## src/hdl/lsu_ctrl_pkg.sv

```systemverilog
/*
  lsu central control definitions
  issue-queue size, cp0 field widths and the packed status bundles
  shared by the load/store control blocks
*/
package lsu_ctrl_pkg;

  // ========================================================================
  // sizes
  // ========================================================================
  localparam int LSIQ_ENTRY  = 12;
  localparam int PREF_DIST_W = 2;
  // one-hot select, bit n set for field value n (1x, 2x, 4x, 8x)
  localparam int DIST_SEL_W  = 4;

  // one bit per load/store issue-queue entry
  typedef logic [LSIQ_ENTRY-1:0] lsiq_vec_t;

  // ========================================================================
  // per-pipe status bundles
  // ========================================================================
  // da stage feedback of one pipe
  typedef struct packed {
    lsiq_vec_t wait_fence;
    lsiq_vec_t rb_full;
    lsiq_vec_t already_da;
    lsiq_vec_t secd;
    lsiq_vec_t spec_fail;
    lsiq_vec_t bkpta_data;
    lsiq_vec_t bkptb_data;
    lsiq_vec_t boundary;
    lsiq_vec_t pop_entry;
    lsiq_vec_t ecc_wakeup;
    logic      pop_vld;
  } pipe_da_status_t;

  // dc stage feedback, full is lq full on ld pipe and sq full on st pipe
  typedef struct packed {
    lsiq_vec_t tlb_busy;
    lsiq_vec_t full;
    lsiq_vec_t imme_wakeup;
  } pipe_dc_status_t;

  // rf stage restart request
  typedef struct packed {
    logic      sel;
    logic      stall_ori;
    lsiq_vec_t restart_entry;
  } pipe_rf_restart_t;

  // buffer empty flags for idle detection
  typedef struct packed {
    logic wmb_empty;
    logic wmb_no_op;
    logic sq_empty;
    logic rb_empty;
    logic lfb_empty;
    logic vmb_empty;
    logic vb_empty;
  } buf_empty_t;

  // ========================================================================
  // performance counter events
  // ========================================================================
  typedef struct packed {
    logic ld_cache_access;
    logic ld_cache_miss;
    logic st_cache_access;
    logic st_cache_miss;
    logic ld_discard_sq;
    logic ld_data_discard;
    logic ld_cross_4k_stall;
    logic ld_other_stall;
    logic st_cross_4k_stall;
    logic st_other_stall;
    logic ld_unalign;
    logic st_unalign;
  } hpcp_raw_t;

  typedef struct packed {
    logic       cache_read_access;
    logic       cache_read_miss;
    logic       cache_write_access;
    logic       cache_write_miss;
    logic       replay_discard_sq;
    logic       replay_data_discard;
    logic       ld_stall_cross_4k;
    logic       ld_stall_other;
    logic       st_stall_cross_4k;
    logic       st_stall_other;
    logic       fence_stall;
    // count of unaligned insts this cycle, 0 to 2
    logic [1:0] unalign_inst;
  } hpcp_evt_t;

endpackage

```

## src/hdl/lsu_ctrl_top.sv

```systemverilog
/*
  load/store unit central control
  prefetch distance selects, performance events and issue-queue feedback
*/
`timescale 1ns/10ps

module lsu_ctrl_top
  import lsu_ctrl_pkg::*;
(
  input  logic                   cp0_lsu_clk,
  input  logic                   cpurst_b,
  // cp0 and performance counter
  input  logic [PREF_DIST_W-1:0] cp0_dcache_pref_dist,
  input  logic [PREF_DIST_W-1:0] cp0_l2_pref_dist,
  input  logic                   hpcp_cnt_en,
  input  hpcp_raw_t              hpcp_raw,
  input  logic                   lsu_has_fence,
  input  logic                   ld_ag_inst_vld,
  input  logic                   st_ag_inst_vld,
  input  logic                   ld_da_inst_vld,
  input  logic                   st_da_inst_vld,
  // pipe status
  input  pipe_rf_restart_t       ld_rf,
  input  pipe_rf_restart_t       st_rf,
  input  pipe_dc_status_t        ld_dc,
  input  pipe_dc_status_t        st_dc,
  input  pipe_da_status_t        ld_da,
  input  pipe_da_status_t        st_da,
  input  lsiq_vec_t              depd_wakeup_sq_global,
  input  lsiq_vec_t              depd_wakeup_sq_data,
  input  lsiq_vec_t              depd_wakeup_wmb,
  input  lsiq_vec_t              depd_wakeup_lfb,
  input  lsiq_vec_t              mmu_tlb_wakeup,
  input  lsiq_vec_t              ld_ag_wait_old,
  input  lsiq_vec_t              st_ag_wait_old,
  input  lsiq_vec_t              ld_da_wait_old,
  input  buf_empty_t             buf_empty,
  // to prefetch unit and counters
  output logic [DIST_SEL_W-1:0]  lsu_pfu_l1_dist_sel,
  output logic [DIST_SEL_W-1:0]  lsu_pfu_l2_dist_sel,
  output hpcp_evt_t              lsu_hpcp_evt,
  // to issue queue
  output lsiq_vec_t              idu_tlb_busy,
  output lsiq_vec_t              idu_lq_full,
  output lsiq_vec_t              idu_sq_full,
  output lsiq_vec_t              idu_wait_fence,
  output lsiq_vec_t              idu_rb_full,
  output lsiq_vec_t              idu_already_da,
  output lsiq_vec_t              idu_unalign,
  output lsiq_vec_t              idu_secd,
  output lsiq_vec_t              idu_spec_fail,
  output lsiq_vec_t              idu_bkpta_data,
  output lsiq_vec_t              idu_bkptb_data,
  output logic                   lsiq_pop_vld,
  output logic                   lsiq_pop0_vld,
  output logic                   lsiq_pop1_vld,
  output lsiq_vec_t              lsiq_pop_entry,
  output lsiq_vec_t              idu_wakeup,
  output lsiq_vec_t              idu_tlb_wakeup,
  output lsiq_vec_t              idu_wait_old,
  output logic                   lsu_no_op,
  output logic                   lsu_had_no_op
);

  // ========================================================================
  // side blocks
  // ========================================================================
  lsu_pref_dist_ctrl u_pref_dist_ctrl (
    .cp0_lsu_clk          (cp0_lsu_clk),
    .cpurst_b             (cpurst_b),
    .cp0_dcache_pref_dist (cp0_dcache_pref_dist),
    .cp0_l2_pref_dist     (cp0_l2_pref_dist),
    .l1_dist_sel          (lsu_pfu_l1_dist_sel),
    .l2_dist_sel          (lsu_pfu_l2_dist_sel)
  );

  lsu_hpcp_event_reg u_hpcp_event_reg (
    .cp0_lsu_clk    (cp0_lsu_clk),
    .cpurst_b       (cpurst_b),
    .hpcp_cnt_en    (hpcp_cnt_en),
    .hpcp_raw       (hpcp_raw),
    .lsu_has_fence  (lsu_has_fence),
    .ld_ag_inst_vld (ld_ag_inst_vld),
    .st_ag_inst_vld (st_ag_inst_vld),
    .ld_da_inst_vld (ld_da_inst_vld),
    .st_da_inst_vld (st_da_inst_vld),
    .hpcp_evt       (lsu_hpcp_evt)
  );

  // combinational, same cycle as the pipe status
  lsu_iq_feedback u_iq_feedback (
    .ld_rf                 (ld_rf),
    .st_rf                 (st_rf),
    .ld_dc                 (ld_dc),
    .st_dc                 (st_dc),
    .ld_da                 (ld_da),
    .st_da                 (st_da),
    .depd_wakeup_sq_global (depd_wakeup_sq_global),
    .depd_wakeup_sq_data   (depd_wakeup_sq_data),
    .depd_wakeup_wmb       (depd_wakeup_wmb),
    .depd_wakeup_lfb       (depd_wakeup_lfb),
    .mmu_tlb_wakeup        (mmu_tlb_wakeup),
    .ld_ag_wait_old        (ld_ag_wait_old),
    .st_ag_wait_old        (st_ag_wait_old),
    .ld_da_wait_old        (ld_da_wait_old),
    .buf_empty             (buf_empty),
    .idu_tlb_busy          (idu_tlb_busy),
    .idu_lq_full           (idu_lq_full),
    .idu_sq_full           (idu_sq_full),
    .idu_wait_fence        (idu_wait_fence),
    .idu_rb_full           (idu_rb_full),
    .idu_already_da        (idu_already_da),
    .idu_unalign           (idu_unalign),
    .idu_secd              (idu_secd),
    .idu_spec_fail         (idu_spec_fail),
    .idu_bkpta_data        (idu_bkpta_data),
    .idu_bkptb_data        (idu_bkptb_data),
    .lsiq_pop_vld          (lsiq_pop_vld),
    .lsiq_pop0_vld         (lsiq_pop0_vld),
    .lsiq_pop1_vld         (lsiq_pop1_vld),
    .lsiq_pop_entry        (lsiq_pop_entry),
    .idu_wakeup            (idu_wakeup),
    .idu_tlb_wakeup        (idu_tlb_wakeup),
    .idu_wait_old          (idu_wait_old),
    .lsu_no_op             (lsu_no_op),
    .lsu_had_no_op         (lsu_had_no_op)
  );

endmodule

```

## src/hdl/lsu_hpcp_event_reg.sv

```systemverilog
/*
  performance counter event register
  samples the load/store raw events while counting is enabled and the
  unit is active, and sums the unaligned flags of both pipes
*/
`timescale 1ns/10ps

module lsu_hpcp_event_reg
  import lsu_ctrl_pkg::*;
(
  input  logic      cp0_lsu_clk,
  input  logic      cpurst_b,
  input  logic      hpcp_cnt_en,
  input  hpcp_raw_t hpcp_raw,
  input  logic      lsu_has_fence,
  input  logic      ld_ag_inst_vld,
  input  logic      st_ag_inst_vld,
  input  logic      ld_da_inst_vld,
  input  logic      st_da_inst_vld,
  output hpcp_evt_t hpcp_evt
);

  hpcp_evt_t hpcp_nxt;
  logic      pipe_active;
  logic      evt_pending;
  logic      hpcp_up_vld;

  // ========================================================================
  // update condition
  // ========================================================================
  assign pipe_active = ld_ag_inst_vld
                    || st_ag_inst_vld
                    || ld_da_inst_vld
                    || st_da_inst_vld
                    || lsu_has_fence;

  // keep sampling until the last event flushes back to zero
  assign evt_pending = (|hpcp_raw) || (|hpcp_evt);

  assign hpcp_up_vld = hpcp_cnt_en && (pipe_active || evt_pending);

  // ========================================================================
  // event mapping
  // ========================================================================
  always_comb
  begin
    hpcp_nxt.cache_read_access   = hpcp_raw.ld_cache_access;
    hpcp_nxt.cache_read_miss     = hpcp_raw.ld_cache_miss;
    hpcp_nxt.cache_write_access  = hpcp_raw.st_cache_access;
    hpcp_nxt.cache_write_miss    = hpcp_raw.st_cache_miss;
    hpcp_nxt.replay_discard_sq   = hpcp_raw.ld_discard_sq;
    hpcp_nxt.replay_data_discard = hpcp_raw.ld_data_discard;
    hpcp_nxt.ld_stall_cross_4k   = hpcp_raw.ld_cross_4k_stall;
    hpcp_nxt.ld_stall_other      = hpcp_raw.ld_other_stall;
    hpcp_nxt.st_stall_cross_4k   = hpcp_raw.st_cross_4k_stall;
    hpcp_nxt.st_stall_other      = hpcp_raw.st_other_stall;
    hpcp_nxt.fence_stall         = lsu_has_fence;
    // ld and st can both be unaligned in one cycle
    hpcp_nxt.unalign_inst        = {1'b0, hpcp_raw.ld_unalign}
                                 + {1'b0, hpcp_raw.st_unalign};
  end

  // ========================================================================
  // event register
  // ========================================================================
  always_ff @(posedge cp0_lsu_clk or negedge cpurst_b)
  begin
    if (!cpurst_b)
    begin
      hpcp_evt <= '0;
    end
    else if (hpcp_up_vld)
    begin
      hpcp_evt <= hpcp_nxt;
    end
  end

  // two pipes give at most two unaligned insts
  a_unalign_max2: assert property (
    @(posedge cp0_lsu_clk) disable iff (!cpurst_b)
    hpcp_evt.unalign_inst != 2'b11
  ) else $error("unaligned inst count above two");

endmodule

```

## src/hdl/lsu_iq_feedback.sv

```systemverilog
/*
  issue-queue feedback merge
  folds load and store pipe status into one set of lsiq vectors,
  builds the wakeup and pop signals and flags an idle unit
*/
`timescale 1ns/10ps

module lsu_iq_feedback
  import lsu_ctrl_pkg::*;
(
  input  pipe_rf_restart_t ld_rf,
  input  pipe_rf_restart_t st_rf,
  input  pipe_dc_status_t  ld_dc,
  input  pipe_dc_status_t  st_dc,
  input  pipe_da_status_t  ld_da,
  input  pipe_da_status_t  st_da,
  input  lsiq_vec_t        depd_wakeup_sq_global,
  input  lsiq_vec_t        depd_wakeup_sq_data,
  input  lsiq_vec_t        depd_wakeup_wmb,
  input  lsiq_vec_t        depd_wakeup_lfb,
  input  lsiq_vec_t        mmu_tlb_wakeup,
  input  lsiq_vec_t        ld_ag_wait_old,
  input  lsiq_vec_t        st_ag_wait_old,
  input  lsiq_vec_t        ld_da_wait_old,
  input  buf_empty_t       buf_empty,
  output lsiq_vec_t        idu_tlb_busy,
  output lsiq_vec_t        idu_lq_full,
  output lsiq_vec_t        idu_sq_full,
  output lsiq_vec_t        idu_wait_fence,
  output lsiq_vec_t        idu_rb_full,
  output lsiq_vec_t        idu_already_da,
  output lsiq_vec_t        idu_unalign,
  output lsiq_vec_t        idu_secd,
  output lsiq_vec_t        idu_spec_fail,
  output lsiq_vec_t        idu_bkpta_data,
  output lsiq_vec_t        idu_bkptb_data,
  output logic             lsiq_pop_vld,
  output logic             lsiq_pop0_vld,
  output logic             lsiq_pop1_vld,
  output lsiq_vec_t        lsiq_pop_entry,
  output lsiq_vec_t        idu_wakeup,
  output lsiq_vec_t        idu_tlb_wakeup,
  output lsiq_vec_t        idu_wait_old,
  output logic             lsu_no_op,
  output logic             lsu_had_no_op
);

  lsiq_vec_t ld_rf_wakeup;
  lsiq_vec_t st_rf_wakeup;
  logic      other_bufs_empty;

  // ========================================================================
  // pipe status merge
  // ========================================================================
  assign idu_tlb_busy   = ld_dc.tlb_busy   | st_dc.tlb_busy;
  // full vectors are owned by one pipe each
  assign idu_lq_full    = ld_dc.full;
  assign idu_sq_full    = st_dc.full;
  assign idu_wait_fence = ld_da.wait_fence | st_da.wait_fence;
  assign idu_rb_full    = ld_da.rb_full    | st_da.rb_full;
  assign idu_already_da = ld_da.already_da | st_da.already_da;
  assign idu_unalign    = ld_da.boundary   | st_da.boundary;
  assign idu_secd       = ld_da.secd       | st_da.secd;
  assign idu_spec_fail  = ld_da.spec_fail  | st_da.spec_fail;
  assign idu_bkpta_data = ld_da.bkpta_data | st_da.bkpta_data;
  assign idu_bkptb_data = ld_da.bkptb_data | st_da.bkptb_data;

  // pop0 is the ld pipe, pop1 the st pipe
  assign lsiq_pop_vld   = ld_da.pop_vld | st_da.pop_vld;
  assign lsiq_pop0_vld  = ld_da.pop_vld;
  assign lsiq_pop1_vld  = st_da.pop_vld;
  assign lsiq_pop_entry = ld_da.pop_entry | st_da.pop_entry;

  // ========================================================================
  // wakeup
  // ========================================================================
  // rf restart only counts when the pipe was selected and stalled
  assign ld_rf_wakeup = ld_rf.restart_entry & {LSIQ_ENTRY{ld_rf.sel & ld_rf.stall_ori}};
  assign st_rf_wakeup = st_rf.restart_entry & {LSIQ_ENTRY{st_rf.sel & st_rf.stall_ori}};

  assign idu_wakeup = ld_rf_wakeup
                    | st_rf_wakeup
                    | ld_dc.imme_wakeup
                    | st_dc.imme_wakeup
                    | ld_da.secd
                    | ld_da.ecc_wakeup
                    | st_da.secd
                    | st_da.ecc_wakeup
                    | depd_wakeup_sq_global
                    | depd_wakeup_sq_data
                    | depd_wakeup_wmb
                    | depd_wakeup_lfb;

  assign idu_tlb_wakeup = mmu_tlb_wakeup;
  assign idu_wait_old   = ld_ag_wait_old | st_ag_wait_old | ld_da_wait_old;

  // ========================================================================
  // idle detection
  // ========================================================================
  assign other_bufs_empty = buf_empty.sq_empty
                         && buf_empty.rb_empty
                         && buf_empty.lfb_empty
                         && buf_empty.vmb_empty
                         && buf_empty.vb_empty;

  assign lsu_no_op     = buf_empty.wmb_empty && other_bufs_empty;
  // debug view only needs the wmb to have no outstanding op
  assign lsu_had_no_op = buf_empty.wmb_no_op && other_bufs_empty;

  // da stages must not name an entry without a pop
  always_comb
  begin
    a_pop_entry_vld: assert final (lsiq_pop_vld || (lsiq_pop_entry == '0))
      else $error("lsiq pop entry set without pop valid");
  end

endmodule

```

## src/hdl/lsu_pref_dist_ctrl.sv

```systemverilog
/*
  prefetch distance control
  decodes the cp0 l1 and l2 prefetch distance fields into one-hot
  selects and holds them in registers for the prefetch unit
*/
`timescale 1ns/10ps

module lsu_pref_dist_ctrl
  import lsu_ctrl_pkg::*;
(
  input  logic                   cp0_lsu_clk,
  input  logic                   cpurst_b,
  input  logic [PREF_DIST_W-1:0] cp0_dcache_pref_dist,
  input  logic [PREF_DIST_W-1:0] cp0_l2_pref_dist,
  output logic [DIST_SEL_W-1:0]  l1_dist_sel,
  output logic [DIST_SEL_W-1:0]  l2_dist_sel
);

  logic [DIST_SEL_W-1:0] l1_dist_dec;
  logic [DIST_SEL_W-1:0] l2_dist_dec;
  logic                  dist_up;

  // ========================================================================
  // field decode
  // ========================================================================
  // value n sets bit n, so 0 is 1x and 3 is 8x
  assign l1_dist_dec = DIST_SEL_W'(1) << cp0_dcache_pref_dist;
  assign l2_dist_dec = DIST_SEL_W'(1) << cp0_l2_pref_dist;

  // only load when either decode moved
  assign dist_up = (l1_dist_dec != l1_dist_sel)
                || (l2_dist_dec != l2_dist_sel);

  // ========================================================================
  // select registers
  // ========================================================================
  always_ff @(posedge cp0_lsu_clk or negedge cpurst_b)
  begin
    if (!cpurst_b)
    begin
      l1_dist_sel <= '0;
      l2_dist_sel <= '0;
    end
    else if (dist_up)
    begin
      l1_dist_sel <= l1_dist_dec;
      l2_dist_sel <= l2_dist_dec;
    end
  end

  // selects leave reset at zero and only ever take a decoded value
  a_dist_sel_onehot0: assert property (
    @(posedge cp0_lsu_clk) disable iff (!cpurst_b)
    $onehot0(l1_dist_sel) && $onehot0(l2_dist_sel)
  ) else $error("prefetch distance select is not one-hot");

endmodule

```

## config.mk

```make
export PLATFORM = sky130hd
export DESIGN_NAME = lsu_ctrl_top
export DESIGN_NICKNAME = d
export VERILOG_FILES = /design/src/hdl/lsu_ctrl_pkg.sv /design/src/hdl/lsu_ctrl_top.sv /design/src/hdl/lsu_hpcp_event_reg.sv /design/src/hdl/lsu_iq_feedback.sv /design/src/hdl/lsu_pref_dist_ctrl.sv
export SDC_FILE = /design/constraint.sdc
export NUM_CORES = 1
export LEC_CHECK = 0
export BUFFER_PORTS_ARGS = -buffer_cell sky130_fd_sc_hd__buf_4
export CELL_PAD_IN_SITES_DETAIL_PLACEMENT = 1
export CELL_PAD_IN_SITES_GLOBAL_PLACEMENT = 2
export CORE_AREA = 2 2 265 267
export CTS_CLUSTER_DIAMETER = 120
export CTS_CLUSTER_SIZE = 8
export DETAILED_ROUTE_END_ITERATION = 6
export DIE_AREA = 0 0 267 269
export HOLD_SLACK_MARGIN = 0.03
export PLACE_DENSITY_LB_ADDON = 0.12
export SYNTH_ARGS = -nofsm -noshare
export SYNTH_HDL_FRONTEND = slang
export SYNTH_HIERARCHICAL = 1
export SYNTH_SLANG_ARGS = --single-unit
```

## constraint.sdc

```tcl
create_clock -name cp0_lsu_clk -period 2.6 [get_ports cp0_lsu_clk]
set_input_delay 0.52 -clock cp0_lsu_clk [delete_from_list [all_inputs] [get_ports cp0_lsu_clk]]
set_output_delay 0.52 -clock cp0_lsu_clk [all_outputs]
set_load 0.01 [all_outputs]
```

==> run metrics, run 1 <==
DP Area=0.007900 sq mm; Root Driver=clkbuf_16; Yosys top cell area share=30.25%; Final Worst Setup Slack=0.3317 ns; placed insts=1,789; worst reg2reg path startpoint=u_hpcp_event_reg/hpcp_evt[0]; most common cell after layout, fill and taps aside=buf_4; CTS buffer count=3; initial DRC count=100; Die ar.=0.07182 sq mm; max_slew headroom=49.85%; Post-Layout Cell Count=1,797; hpwl dp=28,050 um; std cell rows=97; CP startpoint kind=input pin; Critical Setup Path Class=input pin to output port; Post-DRT Antenna Nets=0; Metal-1 WL=8940 um; R2R Setup Slk=0.90 ns; final worst path period need=2.268 ns; global-route usage over all layers=7.521%; Cell Pwr Density=213.9 mW/mm^2; htree depth=1; cts repair resizes=0; Hold Crit Class=input pin to asynchronous set/reset pin; antenna violations before repair=13; first-pass GRT wire length=37,710 um; Worst-Margin Slew=0.7522 ns; Layout Skew=0.004494 ns; Chip Width=267 um; synthesized net count=759; worst path arrival time=1.75 ns; wire length per cell after detailed routing=16.58 um; Setup TNS=0 ns; clk_lat worst skew=0.26 ns; LEAKAGE=0.003693 uW; IO Port Bufs=602; RSZ-0062 raised after global routing=false; fin crit share=87.24%; Critical Path End Type=output port; pre-CTS WS=0.2655 ns; Overflow after GRT=0; average size of a mapped cell=8.689 sq um; sequential-to-total area share from yosys stat=21.00%; CP max stage delay=0.41 ns; Synth Instances=288; RR Endpoint=u_hpcp_event_reg/hpcp_evt[0]; most used cell, CP=buf_4; share of total power in the clock network=20.1%; Worst Path Required=2.08 ns; post-CTS setup buffer count=0; via count=4,527; Die Ht=269 um; FF-to-FF path depth=4; synth top area cells=or2_2 (30%), dfrtp_1 (21%), buf_4 (11%); placeable core area=0.06930 sq mm; clock buffer depth=2; worst-path maximum fanout=12; layout net count=1,325; Initial Util=3.611%; Cell variety after synth=25; sequential share of power=22.2%; CTS tree=yes; DRT Pass-1 Iters=5; crit path cell chain=buf_4, and2_2, a221oi_2, nand3b_1, buf_4; met3 routed WL=4452 um; layout overhead on the synthesized area=219.2%; Hold Vio Cnt, Final=0; # IOs=675; Slew Limit Fails=0; worst vdd ir=0.1682 mV; Comb power frac=57.7%; vias in the first global route=4,636; final instance area=0.007989 sq mm; P_sw=476.9 uW; # Max-Cap Violations=0; Post-route DRC=0; vias per cell=2.519; most frequent cells in the layout=buf_4 (602), or2_2 (121), dfrtp_1 (21), nor4_1 (15); Sink Count=21; Seq cells post-synth=21; Internal=1232 uW; number of buffers and inverters on the critical path=2; highest routed metal layer=met5; maximum operating frequency=0.4409 GHz; total routed wirelength=29,800 um; share of cells above drive strength 1=90.27%; largest net degree at the start of global routing=22; # hold bufs at CTS=0; status=completed; biggest area consumer among synthesized cells=or2_2; metal2 WL=16,110 um; final setup fails=0; Mapped Area=0.002502 sq mm; Slowest cell on crit path=and2_2; delay-heaviest family, CP=simple AND/OR/NAND/NOR gates; switch share=27.90%; gp weighted congestion=0.7143; clk slew on worst S/H paths=0.06 ns; Ys Warns=6
## power groups by stage
stage                     combinational, uW  clock [uW]  sequential (uW)
after detailed placement               1010           0              386
after floorplan                         276           0              389
final                                   987         344              379
after CTS                              1020         362              381
after global placement                 1010           0              386
after global routing                   1070         372              385
## synth_stat cells
cell type / n
buf_4: 38
mux2_1: 3
and2_2: 2
ha_1: 2
nand3b_1: 12
inv_1: 3
nand4_1: 2
nor4_2: 2
mux2_2: 9
nor3_1: 1
nor4_1: 15
and2_1: 4
nand2_1: 1
and2b_2: 4
nand3_1: 1
a221oi_2: 12
or3_1: 12
o211ai_1: 1
or4_4: 12
or2_2: 121
nor4b_2: 1
o21ai_1: 2
buf_2: 3
nor2_1: 4
dfrtp_1: 21
## how the worst max path moves through the flow
stage	start	endpoint	slack, ns	cells past startpoint
6_report	st_rf[13]	idu_wakeup[0]	0.33	5
4_1_cts	st_rf[13]	idu_wakeup[0]	0.26	5
5_1_grt	st_rf[13]	idu_wakeup[0]	0.22	5
3_5_place_dp	st_rf[13]	idu_wakeup[0]	0.27	5
3_3_place_gp	st_rf[13]	idu_wakeup[0]	0.27	5
2_1_floorplan	st_da[11]	idu_wakeup[10]	0.74	3
## final cells by class
cell class	count	area [sq um]
diodes	4	10.01
multi-input cells	223	1668
clock buffers	4	78.83
repair buffers	602	4519
inverters	3	11.26
flip-flops and latches	21	525.5
fillers	8322	61310
well taps	940	1176
## layer usage
metal | vias to the layer above | GRT usage, %
li1 | 2101 | -
met1 | 2009 | 6.624
met2 | 374 | 14.90
met3 | 31 | 4.530
met4 | 12 | 0.7288
met5 | - | 0
## cells by family after synthesis
family | count (synthesis) | share of synthesized area, %
buf+inv | 44 | 12.45
mux | 12 | 5.400
flops | 21 | 21.00
fa+ha+maj | 2 | 0.9998
compound gates | 15 | 7.900
simple gates | 194 | 52.25
## registers in the layout, summed over array words and instances, names as in the netlist
register,count
u_hpcp_event_reg/hpcp_evt,13
u_pref_dist_ctrl/l1_dist_sel,4
u_pref_dist_ctrl/l2_dist_sel,4
## metrics by stage
stage | util [%] | hold slack [ns] | total power [uW]
6_report | 11.53 | 0.1458 | 1709
2_1_floorplan | - | 0.2244 | 665.1
4_1_cts | 11.51 | 0.1647 | 1759
3_3_place_gp | 11.40 | 0.4504 | 1400
3_5_place_dp | 11.40 | 0.4496 | 1400
5_1_grt | 11.52 | 0.1731 | 1832
Note: power is estimated with default switching activity, not from simulation.
==> run 2, diff against run 1 <==
ABC_AREA = 1   (was not set)
CORE_AREA = 2 2 264 266   (was 2 2 265 267)
DIE_AREA = 0 0 266 268   (was 0 0 267 269)
==> run metrics, run 2 <==
Filler cells=8,323; sequential share of power=21.6%; # Max-Cap Violations=0; register area=525.5 sq um; Post-Layout Cell Count=1,926; share of total power in the clock network=19.6%; Initial Util=4.112%; worst vdd ir=0.2318 mV; Hold Vio Cnt, Final=0; Setup TNS=0 ns; Cell Pwr Density=209.7 mW/mm^2; CP startpoint kind=input pin; status=completed; layout net count=1,515; initial DRC count=65; htree depth=1; Sink Count=21; fin crit share=75.67%; total routed wirelength=27,220 um; Slew Limit Fails=0; most frequent cells in the layout=buf_4 (602), nor2_1 (123), or2_2 (109), nand2_1 (67), inv_1 (65); cts repair resizes=0; LEAKAGE=0.004219 uW; # hold bufs at CTS=0; clk slew on worst S/H paths=0.06 ns; share of cells above drive strength 1=69.61%; DRT Pass-1 Iters=4; hpwl dp=25,760 um; most common cell in the synthesized netlist=nor2_1; wire length per cell after detailed routing=14.13 um; Post-DRT Antenna Nets=0; Comb power frac=58.8%; area of the multi-input gates=0.001687 sq mm; Layout Skew=0.001070 ns; EDFF count, synth=0; ys async rst share=100.0%; top cell types by occurrence after synthesis=nor2_1 (123), or2_2 (109), nand2_1 (67), inv_1 (65), buf_4 (38); sequential-to-total area share from yosys stat=18.73%; Ys Warns=6; synthesized net count=951; CTS buffer count=3; Seq cells post-synth=21; # IOs=675; max_slew headroom=70.33%; clk_lat worst skew=0.26 ns; first-pass GRT wire length=34,810 um; Cell variety after synth=17; most common cell after layout, fill and taps aside=buf_4; global-route usage over all layers=6.741%; worst-path maximum fanout=12; final worst path period need=1.967 ns; clock buffer depth=2; register with the most flip-flops=u_hpcp_event_reg/hpcp_evt; Largest regs=u_hpcp_event_reg/hpcp_evt: 13 flops, u_pref_dist_ctrl/l1_dist_sel: 4 flops, u_pref_dist_ctrl/l2_dist_sel: 4 flops; Post-route DRC=0; Die ar.=0.07129 sq mm; biggest area consumer among synthesized cells=or2_2; Critical Path End Type=output port; switch share=28.82%; post-CTS setup buffer count=0; Mapped Area=0.002805 sq mm; vias in the first global route=5,214; final setup fails=0; Die Ht=268 um; largest net degree at the start of global routing=22; antenna violations before repair=0; average size of a mapped cell=5.844 sq um; RSZ-0062 raised after global routing=false; Synth Instances=480; maximum operating frequency=0.5083 GHz; Critical Setup Path Class=input pin to output port; worst path arrival time=1.45 ns; max FFs per register=13; P_sw=493.9 uW; Worst Path Required=2.08 ns; Root Driver=clkbuf_16; Hold Crit Class=input pin to asynchronous set/reset pin; synth top area cells=or2_2 (24%), dfrtp_1 (19%), nor2_1 (16%); Yosys top cell area share=24.31%; Overflow after GRT=0; Chip Width=266 um; via count=4,944; top_reg_cell synth=dfrtp_1; Internal=1220 uW; gp weighted congestion=0.6811; CTS tree=yes; IO Port Bufs=602; placed insts=1,921; placeable core area=0.06823 sq mm; layout overhead on the synthesized area=191.3%; std cell rows=96; vias per cell=2.567; Worst-Margin Slew=0.4434 ns
[run 2: cell count changes after synthesis, sizes merged, moves of 12 or more]
cell,before,now
a221oi,12,0
inv,3,68
mux2,12,0
nand2,1,71
nand3,1,26
nand3b,12,0
nor2,4,127
nor4,17,0
or2,121,109
or4,12,0
[run 2: metrics by stage]
stage	cell area, sq um	setup WS (ns)	total power [uW]	util [%]	hold WS, ns
6_report	8173	0.6325	1714	11.98	0.1572
5_1_grt	8170	0.4744	1850	11.98	0.1647
4_1_cts	8170	0.5223	1775	11.98	0.1648
3_5_place_dp	8090	0.5275	1418	11.86	0.4500
3_3_place_gp	8090	0.5436	1416	11.86	0.4582
2_1_floorplan	2805	1.148	688.8	-	0.2244
[run 2: worst paths after layout]
| kind | from | endpoint | slack (ns) | cells after the start |
|---|---|---|---|---|
| min in group cp0_lsu_clk | cp0_dcache_pref_dist[0] | u_pref_dist_ctrl/l1_dist_sel[2] | 0.44 | 2 |
| max reg2reg | u_hpcp_event_reg/hpcp_evt[6] | u_hpcp_event_reg/hpcp_evt[2] | 0.96 | 9 |
| min reg2reg | u_hpcp_event_reg/hpcp_evt[4] | u_hpcp_event_reg/hpcp_evt[4] | 0.51 | 2 |
| max in group asynchronous | cpurst_b | u_hpcp_event_reg/hpcp_evt[8] | 2.19 | 1 |
| min | cpurst_b | u_pref_dist_ctrl/l2_dist_sel[0] | 0.16 | 1 |
| max | ld_rf[13] | idu_wakeup[11] | 0.63 | 6 |
[run 2: per-layer routing]
layer / wire, um / global-route usage, % / up-vias
li1: - / - / 2497
met1: 8226 / 6.055 / 2149
met2: 16490 / 14.82 / 286
met3: 2286 / 1.943 / 12
met4: 218 / 0.6985 / 0
met5: 0 / 0 / -
[run 2: power groups by stage]
stage	logic [uW]	clock network, uW	registers, uW
CTS	1040	361	371
finish	1010	336	370
global route	1110	371	373
detailed placement	1040	0	377
global placement	1040	0	377
floorplan	305	0	384
[run 2: kinds of logic after synthesis]
group / synth area share, %
adder cells (fa/ha/maj): 0.8919
AND/OR/NAND/NOR: 59.23
buffers and inverters: 21.14
flip-flops: 18.73
[run 2: final cells by class]
cell class	count	share of cell area (%)
well taps	882	13.50
inverters	68	3.123
clock buffers	3	0.9186
multi-input cells	348	20.64
flip-flops and latches	21	6.430
clock inverters	1	0.06124
diodes	1	0.03062
repair buffers	602	55.30
[run 2: critical path, stage by stage]
cell and delay (ns):
buf_4 0.08, nand2_2 0.20, nor2_1 0.35, nor2_1 0.09
nand2_1 0.08, buf_4 0.12
